[src/cdec_pkg.sv]
/*
 * compressed expander package
 * shared widths, RV32 opcodes, register indices and the 16-bit
 * compressed word seen through each of its instruction formats
 */

package cdec_pkg;

  ////////////////////////////////////////////////////////////////////////////
  // widths
  ////////////////////////////////////////////////////////////////////////////

  // full instruction word
  localparam int ILEN = 32;
  // compressed instruction
  localparam int CLEN = 16;

  ////////////////////////////////////////////////////////////////////////////
  // RV32 major opcodes
  ////////////////////////////////////////////////////////////////////////////

  localparam logic [6:0] OPC_LOAD     = 7'b0000011;
  localparam logic [6:0] OPC_LOAD_FP  = 7'b0000111;
  localparam logic [6:0] OPC_OPIMM    = 7'b0010011;
  localparam logic [6:0] OPC_STORE    = 7'b0100011;
  localparam logic [6:0] OPC_STORE_FP = 7'b0100111;
  localparam logic [6:0] OPC_OP       = 7'b0110011;
  localparam logic [6:0] OPC_LUI      = 7'b0110111;
  localparam logic [6:0] OPC_BRANCH   = 7'b1100011;
  localparam logic [6:0] OPC_JALR     = 7'b1100111;
  localparam logic [6:0] OPC_JAL      = 7'b1101111;

  // fixed registers
  localparam logic [4:0] REG_ZERO = 5'd0;
  localparam logic [4:0] REG_RA   = 5'd1;
  localparam logic [4:0] REG_SP   = 5'd2;

  // prepended to a 3-bit field to reach x8..x15
  localparam logic [1:0] RVC_REG_PREFIX = 2'b01;

  localparam logic [31:0] INSTR_EBREAK = 32'h0010_0073;

  // low two bits of a fetch word
  localparam logic [1:0] QUAD0     = 2'b00;
  localparam logic [1:0] QUAD1     = 2'b01;
  localparam logic [1:0] QUAD2     = 2'b10;
  localparam logic [1:0] QUAD_FULL = 2'b11;

  ////////////////////////////////////////////////////////////////////////////
  // compressed formats, msb first
  ////////////////////////////////////////////////////////////////////////////

  // register form (jr, jalr, mv, add, ebreak)
  typedef struct packed {
    logic [3:0] funct4;
    logic [4:0] rd_rs1;
    logic [4:0] rs2;
    logic [1:0] quadrant;
  } c_cr_t;

  // immediate form, imm_hi is bit 12
  typedef struct packed {
    logic [2:0] funct3;
    logic       imm_hi;
    logic [4:0] rd_rs1;
    logic [4:0] imm_lo;
    logic [1:0] quadrant;
  } c_ci_t;

  // stack-relative store
  typedef struct packed {
    logic [2:0] funct3;
    logic [5:0] imm;
    logic [4:0] rs2;
    logic [1:0] quadrant;
  } c_css_t;

  // wide immediate (addi4spn)
  typedef struct packed {
    logic [2:0] funct3;
    logic [7:0] imm;
    logic [2:0] rd_p;
    logic [1:0] quadrant;
  } c_ciw_t;

  // load layout, store puts rs2' where rd' sits
  typedef struct packed {
    logic [2:0] funct3;
    logic [2:0] imm_hi;
    logic [2:0] rs1_p;
    logic [1:0] imm_lo;
    logic [2:0] rd_p;
    logic [1:0] quadrant;
  } c_cl_t;

  // branch and the shift/andi/alu group
  typedef struct packed {
    logic [2:0] funct3;
    logic [2:0] off_hi;
    logic [2:0] rs1_p;
    logic [4:0] off_lo;
    logic [1:0] quadrant;
  } c_cb_t;

  // jump target, scrambled offset bits
  typedef struct packed {
    logic [2:0]  funct3;
    logic [10:0] target;
    logic [1:0]  quadrant;
  } c_cj_t;

  // one compressed word, the view depends on quadrant and funct3
  typedef union packed {
    c_cr_t  cr;
    c_ci_t  ci;
    c_css_t css;
    c_ciw_t ciw;
    c_cl_t  cl;
    c_cb_t  cb;
    c_cj_t  cj;
  } c_instr_u;

endpackage

[src/cdec_expander.sv]
/*
 * compressed instruction expander
 * routes the low half to the quadrant decoders, full words pass through
 */

`timescale 1ns/10ps

module cdec_expander #(
  parameter int FPU = 1
) (
  input  logic [cdec_pkg::ILEN-1:0] instr_i,
  output logic [cdec_pkg::ILEN-1:0] instr_o,
  output logic                      is_compressed_o,
  output logic                      illegal_o
);

  import cdec_pkg::*;

  c_instr_u        c_instr;
  logic [ILEN-1:0] q0_instr;
  logic [ILEN-1:0] q1_instr;
  logic [ILEN-1:0] q2_instr;
  logic            q0_ill;
  logic            q1_ill;
  logic            q2_ill;

  // upper half of a compressed fetch word is ignored
  assign c_instr = instr_i[CLEN-1:0];

  cdec_quad0 #(
    .FPU(FPU)
  ) u_quad0 (
    .instr_i   (c_instr),
    .instr_o   (q0_instr),
    .illegal_o (q0_ill)
  );

  cdec_quad1 u_quad1 (
    .instr_i   (c_instr),
    .instr_o   (q1_instr),
    .illegal_o (q1_ill)
  );

  cdec_quad2 #(
    .FPU(FPU)
  ) u_quad2 (
    .instr_i   (c_instr),
    .instr_o   (q2_instr),
    .illegal_o (q2_ill)
  );

  ////////////////////////////////////////////////////////////////////////////
  // quadrant select
  ////////////////////////////////////////////////////////////////////////////

  always_comb begin
    case (instr_i[1:0])
      QUAD0: begin
        instr_o   = q0_instr;
        illegal_o = q0_ill;
      end
      QUAD1: begin
        instr_o   = q1_instr;
        illegal_o = q1_ill;
      end
      QUAD2: begin
        instr_o   = q2_instr;
        illegal_o = q2_ill;
      end
      default: begin
        // 32-bit word, untouched
        instr_o   = instr_i;
        illegal_o = 1'b0;
      end
    endcase
  end

  assign is_compressed_o = (instr_i[1:0] != QUAD_FULL);

  // decoder illegal bits must never reach a full-length word
  always_comb begin
    assert final (!((instr_i[1:0] == QUAD_FULL) && illegal_o))
      else $error("full-length word flagged illegal");
  end

endmodule

[src/cdec_quad0.sv]
/*
 * quadrant 0 expander
 * addi4spn, word loads and stores, float word loads and stores
 */

`timescale 1ns/10ps

module cdec_quad0 #(
  parameter int FPU = 1
) (
  input  cdec_pkg::c_instr_u            instr_i,
  output logic [cdec_pkg::ILEN-1:0]     instr_o,
  output logic                          illegal_o
);

  import cdec_pkg::*;

  // word offset of lw/sw, uimm[6:2] with two zero bits
  logic [6:0] woff;
  // scaled stack offset of addi4spn, uimm[9:2]
  logic [7:0] spoff;

  // bit 5 is uimm[6], bit 6 is uimm[2]
  assign woff = {instr_i.cl.imm_lo[0], instr_i.cl.imm_hi, instr_i.cl.imm_lo[1], 2'b00};

  // field order in the word is uimm[5:4|9:6|2|3]
  assign spoff = {instr_i.ciw.imm[5:2], instr_i.ciw.imm[7:6],
                  instr_i.ciw.imm[0], instr_i.ciw.imm[1]};

  always_comb begin
    instr_o   = '0;
    illegal_o = 1'b0;

    case (instr_i.cl.funct3)
      3'b000: begin
        // c.addi4spn -> addi rd', sp, uimm
        instr_o = {2'b00, spoff, 2'b00, REG_SP, 3'b000,
                   RVC_REG_PREFIX, instr_i.ciw.rd_p, OPC_OPIMM};
        // zero immediate is reserved, covers the all-zero word
        illegal_o = (instr_i.ciw.imm == 8'd0);
      end
      3'b010, 3'b011: begin
        // c.lw / c.flw -> (f)lw rd', uimm(rs1')
        instr_o = {5'b0, woff, RVC_REG_PREFIX, instr_i.cl.rs1_p, 3'b010,
                   RVC_REG_PREFIX, instr_i.cl.rd_p,
                   instr_i.cl.funct3[0] ? OPC_LOAD_FP : OPC_LOAD};
        if (instr_i.cl.funct3[0] && (FPU == 0)) begin
          illegal_o = 1'b1;
        end
      end
      3'b110, 3'b111: begin
        // c.sw / c.fsw -> (f)sw rs2', uimm(rs1')
        instr_o = {5'b0, woff[6:5], RVC_REG_PREFIX, instr_i.cl.rd_p,
                   RVC_REG_PREFIX, instr_i.cl.rs1_p, 3'b010, woff[4:0],
                   instr_i.cl.funct3[0] ? OPC_STORE_FP : OPC_STORE};
        if (instr_i.cl.funct3[0] && (FPU == 0)) begin
          illegal_o = 1'b1;
        end
      end
      default: begin
        // fld, fsd and the reserved code
        illegal_o = 1'b1;
      end
    endcase
  end

endmodule

[src/cdec_quad1.sv]
/*
 * quadrant 1 expander
 * immediate arithmetic, lui, shifts, register ALU ops, jumps and branches
 */

`timescale 1ns/10ps

module cdec_quad1 (
  input  cdec_pkg::c_instr_u            instr_i,
  output logic [cdec_pkg::ILEN-1:0]     instr_o,
  output logic                          illegal_o
);

  import cdec_pkg::*;

  // sign extended 6-bit immediate of the ci form
  logic [11:0] simm;
  // addi16sp immediate, nzimm[11:0]
  logic [11:0] sp16;
  // jump offset bits 11..1
  logic [11:1] joff;
  // branch offset bits 8..1
  logic [8:1]  boff;
  // expanded registers x8..x15
  logic [4:0]  rs1_x;
  logic [4:0]  rs2_x;
  // register ALU group select and its function codes
  logic        alu_grp;
  logic [2:0]  alu_f3;
  logic        alu_sub;

  assign simm = {{7{instr_i.ci.imm_hi}}, instr_i.ci.imm_lo};

  // bit 12 is nzimm[9], bits 6:2 are nzimm[4|6|8:7|5]
  assign sp16 = {{3{instr_i.ci.imm_hi}}, instr_i.ci.imm_lo[2:1], instr_i.ci.imm_lo[3],
                 instr_i.ci.imm_lo[0], instr_i.ci.imm_lo[4], 4'b0000};

  // target holds offset[11|4|9:8|10|6|7|3:1|5]
  assign joff = {instr_i.cj.target[10], instr_i.cj.target[6], instr_i.cj.target[8:7],
                 instr_i.cj.target[4], instr_i.cj.target[5], instr_i.cj.target[0],
                 instr_i.cj.target[9], instr_i.cj.target[3:1]};

  // off_hi holds offset[8|4:3], off_lo holds offset[7:6|2:1|5]
  assign boff = {instr_i.cb.off_hi[2], instr_i.cb.off_lo[4:3], instr_i.cb.off_lo[0],
                 instr_i.cb.off_hi[1:0], instr_i.cb.off_lo[2:1]};

  assign rs1_x = {RVC_REG_PREFIX, instr_i.cb.rs1_p};
  assign rs2_x = {RVC_REG_PREFIX, instr_i.cl.rd_p};

  assign alu_grp = (instr_i.cb.funct3 == 3'b100) && (instr_i.cb.off_hi[1:0] == 2'b11);

  // sub, xor, or, and by bits 6:5
  always_comb begin
    alu_sub = 1'b0;
    case (instr_i.cl.imm_lo)
      2'b00: begin
        alu_f3  = 3'b000;
        alu_sub = 1'b1;
      end
      2'b01: alu_f3 = 3'b100;
      2'b10: alu_f3 = 3'b110;
      default: alu_f3 = 3'b111;
    endcase
  end

  always_comb begin
    instr_o   = '0;
    illegal_o = 1'b0;

    case (instr_i.ci.funct3)
      3'b000: begin
        // c.addi, c.nop and hints -> addi rd, rd, imm
        instr_o = {simm, instr_i.ci.rd_rs1, 3'b000, instr_i.ci.rd_rs1, OPC_OPIMM};
      end
      3'b001, 3'b101: begin
        // c.jal links to ra, c.j to x0
        instr_o = {joff[11], joff[10:1], joff[11], {8{joff[11]}},
                   instr_i.cj.funct3[2] ? REG_ZERO : REG_RA, OPC_JAL};
      end
      3'b010: begin
        // c.li -> addi rd, x0, imm
        instr_o = {simm, REG_ZERO, 3'b000, instr_i.ci.rd_rs1, OPC_OPIMM};
      end
      3'b011: begin
        if (instr_i.ci.rd_rs1 == REG_SP) begin
          // c.addi16sp -> addi sp, sp, nzimm
          instr_o = {sp16, REG_SP, 3'b000, REG_SP, OPC_OPIMM};
        end else begin
          // c.lui -> lui rd, nzimm
          instr_o = {{15{instr_i.ci.imm_hi}}, instr_i.ci.imm_lo, instr_i.ci.rd_rs1, OPC_LUI};
        end
        illegal_o = ({instr_i.ci.imm_hi, instr_i.ci.imm_lo} == 6'd0);
      end
      3'b100: begin
        case (instr_i.cb.off_hi[1:0])
          2'b00, 2'b01: begin
            // c.srli / c.srai, bit 10 picks arithmetic
            instr_o = {1'b0, instr_i.cb.off_hi[0], 5'b0, instr_i.cb.off_lo,
                       rs1_x, 3'b101, rs1_x, OPC_OPIMM};
            // shamt[5] does not exist on RV32
            illegal_o = instr_i.cb.off_hi[2];
          end
          2'b10: begin
            // c.andi -> andi rd', rd', imm
            instr_o = {{7{instr_i.cb.off_hi[2]}}, instr_i.cb.off_lo,
                       rs1_x, 3'b111, rs1_x, OPC_OPIMM};
          end
          default: begin
            if (instr_i.cb.off_hi[2]) begin
              // subw, addw and reserved codes
              illegal_o = 1'b1;
            end else begin
              instr_o = {1'b0, alu_sub, 5'b0, rs2_x, rs1_x, alu_f3, rs1_x, OPC_OP};
            end
          end
        endcase
      end
      default: begin
        // c.beqz / c.bnez -> beq/bne rs1', x0, offset
        instr_o = {boff[8], {2{boff[8]}}, boff[8:5], REG_ZERO, rs1_x,
                   2'b00, instr_i.cb.funct3[0], boff[4:1], boff[8], OPC_BRANCH};
      end
    endcase
  end

  // a rejected ALU encoding must not leak a partial instruction downstream
  always_comb begin
    if (alu_grp) begin
      assert final (!(illegal_o && (instr_o != '0)))
        else $error("quad1 ALU group flagged illegal with nonzero expansion");
    end
  end

endmodule

[src/cdec_quad2.sv]
/*
 * quadrant 2 expander
 * slli, stack-relative loads and stores, jr/jalr/mv/add/ebreak
 */

`timescale 1ns/10ps

module cdec_quad2 #(
  parameter int FPU = 1
) (
  input  cdec_pkg::c_instr_u            instr_i,
  output logic [cdec_pkg::ILEN-1:0]     instr_o,
  output logic                          illegal_o
);

  import cdec_pkg::*;

  // lwsp offset uimm[7:0], bits 6:2 are uimm[4:2|7:6]
  logic [7:0] loff;
  // swsp offset uimm[7:0], bits 12:7 are uimm[5:2|7:6]
  logic [7:0] soff;
  // rs2 field zero splits jr/jalr from mv/add
  logic       rs2_zero;
  logic       rd_zero;

  assign loff = {instr_i.ci.imm_lo[1:0], instr_i.ci.imm_hi, instr_i.ci.imm_lo[4:2], 2'b00};
  assign soff = {instr_i.css.imm[1:0], instr_i.css.imm[5:2], 2'b00};

  assign rs2_zero = (instr_i.cr.rs2 == REG_ZERO);
  assign rd_zero  = (instr_i.cr.rd_rs1 == REG_ZERO);

  always_comb begin
    instr_o   = '0;
    illegal_o = 1'b0;

    case (instr_i.ci.funct3)
      3'b000: begin
        // c.slli -> slli rd, rd, shamt
        instr_o = {7'b0, instr_i.ci.imm_lo, instr_i.ci.rd_rs1, 3'b001,
                   instr_i.ci.rd_rs1, OPC_OPIMM};
        // shamt[5] is reserved on RV32
        illegal_o = instr_i.ci.imm_hi;
      end
      3'b010: begin
        // c.lwsp -> lw rd, uimm(sp)
        instr_o = {4'b0, loff, REG_SP, 3'b010, instr_i.ci.rd_rs1, OPC_LOAD};
        illegal_o = rd_zero;
      end
      3'b011: begin
        // c.flwsp -> flw rd, uimm(sp), f0 is a valid target
        instr_o = {4'b0, loff, REG_SP, 3'b010, instr_i.ci.rd_rs1, OPC_LOAD_FP};
        illegal_o = (FPU == 0);
      end
      3'b100: begin
        if (!instr_i.cr.funct4[0]) begin
          if (rs2_zero) begin
            // c.jr -> jalr x0, 0(rs1)
            instr_o = {12'b0, instr_i.cr.rd_rs1, 3'b000, REG_ZERO, OPC_JALR};
            illegal_o = rd_zero;
          end else begin
            // c.mv -> add rd, x0, rs2
            instr_o = {7'b0, instr_i.cr.rs2, REG_ZERO, 3'b000, instr_i.cr.rd_rs1, OPC_OP};
          end
        end else begin
          if (rs2_zero && rd_zero) begin
            instr_o = INSTR_EBREAK;
          end else if (rs2_zero) begin
            // c.jalr -> jalr ra, 0(rs1)
            instr_o = {12'b0, instr_i.cr.rd_rs1, 3'b000, REG_RA, OPC_JALR};
          end else begin
            // c.add -> add rd, rd, rs2
            instr_o = {7'b0, instr_i.cr.rs2, instr_i.cr.rd_rs1, 3'b000,
                       instr_i.cr.rd_rs1, OPC_OP};
          end
        end
      end
      3'b110, 3'b111: begin
        // c.swsp / c.fswsp -> (f)sw rs2, uimm(sp)
        instr_o = {4'b0, soff[7:5], instr_i.css.rs2, REG_SP, 3'b010, soff[4:0],
                   instr_i.css.funct3[0] ? OPC_STORE_FP : OPC_STORE};
        if (instr_i.css.funct3[0] && (FPU == 0)) begin
          illegal_o = 1'b1;
        end
      end
      default: begin
        // fldsp and fsdsp
        illegal_o = 1'b1;
      end
    endcase
  end

endmodule

[src/cdec_top.sv]
/*
 * compressed expander pipeline stage
 * expands the strobed fetch word and registers it for decode
 */

`timescale 1ns/10ps

module cdec_top #(
  parameter int FPU = 1
) (
  input  logic                      clk,
  input  logic                      rst_n_i,
  input  logic                      valid_i,
  input  logic [cdec_pkg::ILEN-1:0] instr_i,
  output logic                      valid_o,
  output logic [cdec_pkg::ILEN-1:0] instr_o,
  output logic                      is_compressed_o,
  output logic                      illegal_o
);

  import cdec_pkg::*;

  // combinational expansion of the incoming word
  logic [ILEN-1:0] exp_instr;
  logic            exp_comp;
  logic            exp_ill;

  cdec_expander #(
    .FPU(FPU)
  ) u_expander (
    .instr_i         (instr_i),
    .instr_o         (exp_instr),
    .is_compressed_o (exp_comp),
    .illegal_o       (exp_ill)
  );

  ////////////////////////////////////////////////////////////////////////////
  // output register
  ////////////////////////////////////////////////////////////////////////////

  always_ff @(posedge clk or negedge rst_n_i) begin
    if (!rst_n_i) begin
      valid_o         <= 1'b0;
      instr_o         <= '0;
      is_compressed_o <= 1'b0;
      illegal_o       <= 1'b0;
    end else begin
      valid_o <= valid_i;
      // data holds its last value between strobes
      if (valid_i) begin
        instr_o         <= exp_instr;
        is_compressed_o <= exp_comp;
        illegal_o       <= exp_ill;
      end
    end
  end

  a_valid_known: assert property (@(posedge clk) !$isunknown(valid_o))
    else $error("valid_o unknown");

  // compressed flag tracks the marker of the word sampled one edge earlier
  a_comp_flag: assert property (@(posedge clk) disable iff (!rst_n_i)
    valid_o |-> (is_compressed_o == ($past(instr_i[1:0]) != QUAD_FULL)))
    else $error("is_compressed_o disagrees with captured word");

endmodule

[config.mk]
export PLATFORM = sky130hd
export DESIGN_NAME = cdec_top
export DESIGN_NICKNAME = d
export VERILOG_FILES = /design/src/cdec_pkg.sv /design/src/cdec_expander.sv /design/src/cdec_quad0.sv /design/src/cdec_quad1.sv /design/src/cdec_quad2.sv /design/src/cdec_top.sv
export SDC_FILE = /design/constraint.sdc
export NUM_CORES = 1
export LEC_CHECK = 0
export BUFFER_PORTS_ARGS = -buffer_cell sky130_fd_sc_hd__buf_4
export CAP_MARGIN = 20
export CORE_MARGIN = 2
export CORE_UTILIZATION = 49
export DETAILED_ROUTE_END_ITERATION = 8
export PLACE_DENSITY_LB_ADDON = 0.2
export SYNTH_ARGS = -nofsm -noshare
export SYNTH_HDL_FRONTEND = slang
export SYNTH_SLANG_ARGS = --single-unit
[constraint.sdc]
create_clock -name clk -period 1.1 [get_ports clk]
set_clock_uncertainty 0.1 [all_clocks]
set_input_delay 0.22 -clock clk [delete_from_list [all_inputs] [get_ports clk]]
set_output_delay 0.22 -clock clk [all_outputs]
set_load 0.03 [all_outputs]
==> key figures, run 1 <==
Run status
  • Status: stopped before the end
  • Fail Step: 5_1_grt
  • First error: [ERROR DPL-0038] Utilization greater than 100%, impossible to legalize

Logic synthesis
  • Synthesized instance count: 415
  • Number of flops mapped to enable cells by yosys: 0
  • Seq/Total Area, Yosys: 29.0%
  • Synth Flop Type: dfrtp_1
  • Post-synth top cells: nor2_1, a21oi_1, nand2_1
  • Yosys cell types: 64
  • Count leader, synth: nor2_1
  • Synth async-reset ratio: 100%
  • Syn Area/Cell: 7.28 um2
  • Synthesized cell area: 3020 um2
  • Share of the synthesized area in the top cell type: 29.0%
  • Mapped Nets: 450
  • Largest cells by area after synthesis: dfrtp_1, nor2_1, a21oi_1
  • Synthesized flop and latch total: 35
  • YS warnings: 0
  • Largest area contributor in the netlist: dfrtp_1

Global routing
  • Pin count of the biggest net entering global routing: 36

Floorplan
  • Die Y: 82.5 um
  • Initial cell density of the core: 50.8%
  • FP Rows: 28
  • Die Wd: 82.5 um
  • I/O Pins: 70

Timing
  • Worst endpoint after global-route timing repair: illegal_o$_DFFE_PN0P_/D
  • Worst ep type: register input

Clock tree
  • Max clock buf depth: 2
  • CTS HTree Levels: 2
  • TritonCTS buffer count: 5
  • Sink Count: 35
  • Root Buffer: clkbuf_8

Placement
  • # port buffers: 69
  • Detailed-placement wirelength estimate: 10500 um
  • Routability Congestion: 1.08
## what timing repair did
item / in CTS
hold buffers: 1
setup buffers: 34
resized for setup: 120
endpoints found under the hold margin: 35
pin swaps: 45
endpoints found under the setup margin: 68
## cells by family after synthesis
logic type	synth area share, %
buf+inv	7.33
compound gates	38.0
simple gates	24.3
flops	29.0
mux	1.32
## metrics by stage
step                std cells  cell area (um2)  hold slack [ns]  worst slack [ns]
floorplan                 415             3260           -0.176            -0.704
global placement          647             4560            0.100            -0.781
detailed placement        647             4560            0.119            -0.833
CTS                       687             5350            0.104            -0.483
==> run 2, diff against run 1 <==
CORE_UTILIZATION = 34   (was 49)
PLACE_DENSITY_LB_ADDON = 0.15   (was 0.2)
==> run 2 against run 1 <==
Effect of this change: the flow now finishes, with violations (negative setup slack); synthesized cell count is the same; area after synthesis is the same.
==> key figures, run 2 <==
Run status
  • Status: finished, violations left
  • Failing checks: negative setup slack

Global routing
  • Initial antenna violation count: 0
  • GRT overflow: 0
  • Vias in the first global route: 4413
  • First-pass GRT wire length: 24800 um
  • Pin count of the biggest net entering global routing: 25
  • All-Layer GR Usage: 32.8%

Finish
  • Nets: 666
  • Area Growth Syn to Fin: 95.5%
  • Most common cell after layout, fill and taps aside: buf_4
  • Max reg flops: 32
  • Share of layout cells above drive strength 1: 54.9%
  • Reg area: 876 um2
  • Final instance area: 5910 um2
  • Commonest cells after routing, fill and taps aside: buf_4, buf_6, nor2_1, dfrtp_1, nand2_1
  • Biggest register: instr_o
  • N_diodes: 0
  • # fillers: 721
  • Multi-input logic area: 2430 um2
  • Layout Cells excl Fill: 740

Floorplan
  • I/O Pins: 70
  • Die Wd: 98.3 um
  • Die Y: 98.3 um
  • Initial cell density of the core: 34.8%
  • FP Rows: 34
  • Area of the die: 9660 um2
  • Core box area: 8680 um2

Logic synthesis
  • Synthesized instance count: 415
  • Post-synth top cells: nor2_1, a21oi_1, nand2_1
  • Yosys cell types: 64
  • Synth Flop Type: dfrtp_1
  • Syn Area/Cell: 7.28 um2
  • Largest cells by area after synthesis: dfrtp_1, nor2_1, a21oi_1
  • Share of the synthesized area in the top cell type: 29.0%
  • Count leader, synth: nor2_1
  • Synth async-reset ratio: 100%
  • Synthesized cell area: 3020 um2
  • YS warnings: 0
  • Largest area contributor in the netlist: dfrtp_1
  • Number of flops mapped to enable cells by yosys: 0
  • Synthesized flop and latch total: 35
  • Mapped Nets: 450
  • Seq/Total Area, Yosys: 29.0%

Clock tree
  • TritonCTS buffer count: 5
  • CTS tree: done
  • Clock Latency Late Sink: 0.30 ns
  • Sink Count: 35
  • Max clock buf depth: 2
  • CTS HTree Levels: 2
  • Worst-path clk slew: 0.09 ns
  • Root Buffer: clkbuf_8

Timing
  • Period Utilization, post-route: 144%
  • Final setup viols: 65
  • RSZ-0062 raised after global routing: true
  • Tmin final: 1.58 ns
  • Worst-margin pin slew: 0.385 ns
  • Slew headroom: 74.1%
  • Max Slew Vio Count: 0
  • Final worst setup slack: -0.482 ns
  • Sum Neg Setup Slack: -12.14 ns
  • Final Hold Fails: 0
  • Max Fclk: 632 MHz

Placement
  • Detailed-placement wirelength estimate: 11600 um
  • Post-Place Cells: 683
  • Pre-CTS WS: -0.804 ns
  • Routability Congestion: 1.06
  • Placed Area: 4640 um2
  • # port buffers: 69

Drt
  • DRT Pass-1 Iters: 5
  • Antenna Nets Post-Route: 0
  • Final WL: 16200 um
  • Vias: 4438
  • Wire length per cell: 21.9 um
  • Vias per cell: 6.00
  • Drc violations: 0
  • DRT iter0 DRCs: 422

Setup path
  • CP Capture Type: register
  • Critical path type: in2reg
  • Cell Chain, Critical Path: buf_6, or4_4, o21ai_2, a31oi_1, o311a_1, a221oi_2
  • Slowest cell on crit path: or4_4
  • Worst setup SP type: primary input
  • Crit path max fanout: 5
  • Max incr delay on CP: 0.59 ns
  • Worst EP required: 1.22 ns
  • Crit path DAT: 1.70 ns
  • Flop2flop setup slack: -0.01 ns

Power and ir drop
  • Leakage: 0.00261 uW
  • VDD IR max: 514 uV
  • PwrDens: 877 nW/um2

Job
  • Max-capacitance violation count: 0

Hold path
  • Hold Path Class: in2reg
run 2: cell type report:
type,instances,area share [%]
Timing Repair Buffer,253,39.5
Sequential cell,35,14.8
Clock buffer,5,1.16
Clock inverter,3,0.339
Tap cell,108,2.29
Inverter,10,0.699
Multi-Input combinational cell,326,41.2
run 2: stage by stage:
stage,hold WS (ns),util [%],total power (uW)
2_1_floorplan,-0.176,-,2580
3_3_place_gp,-0.0163,53.5,3530
3_5_place_dp,-0.0174,53.5,3520
4_1_cts,0.0692,63.1,4950
5_1_grt,0.0790,68.1,5400
6_report,0.0708,68.1,5180
run 2: metal layers:
layer | up-vias | wire length, um | GRT usage, %
li1 | 2002 | - | -
met1 | 2098 | 6600 | 43.6
met2 | 268 | 7440 | 51.0
met3 | 70 | 1250 | 5.51
met4 | 0 | 873 | 17.5
met5 | - | 0 | 0
run 2: cell families after synthesis:
family,synth area share (%)
flip-flops,29.0
AO/OA/AOI/OAI,38.0
AND/OR/NAND/NOR,24.3
buffers and inverters,7.33
multiplexers,1.32
run 2: path summary, 6_finish.rpt:
| check | startpoint | to | cells after the start |
|---|---|---|---|
| max | instr_i[10] | instr_o[16]$_DFFE_PN0P_ | 6 |
| min | instr_i[30] | instr_o[30]$_DFFE_PN0P_ | 3 |
| max reg2reg | instr_o[12]$_DFFE_PN0P_ | instr_o[12]$_DFFE_PN0P_ | 3 |
| min reg2reg | instr_o[24]$_DFFE_PN0P_ | instr_o[24]$_DFFE_PN0P_ | 2 |
| max in group asynchronous | rst_n_i | instr_o[21]$_DFFE_PN0P_ | 3 |
| min in group asynchronous | rst_n_i | valid_o$_DFF_PN0_ | 2 |
run 2: repair_timing:
action                     in CTS  in global routing
hold endpoints to repair       35                  0
hold buffers                    1                  0
resized for setup             128                 66
gates cloned                    0                  1
pin swaps                      37                 31
setup endpoints to repair      67                 69
setup buffers                  27                 22
run 2: power breakdown:
part,leakage [uW],switching [uW],internal (uW)
registers,0.000417,109,1430
clock network,0.0000402,585,442
logic,0.00215,1340,1270
total,0.00261,2040,3140
run 2: worst max-delay path: cells and delay by family:
kind                   cells  cell delay [ns]
AO/OA/AOI/OAI              4             0.80
AND/OR/NAND/NOR            1             0.59
buffers and inverters      1             0.09
Note: power is estimated with default switching activity, not from simulation.
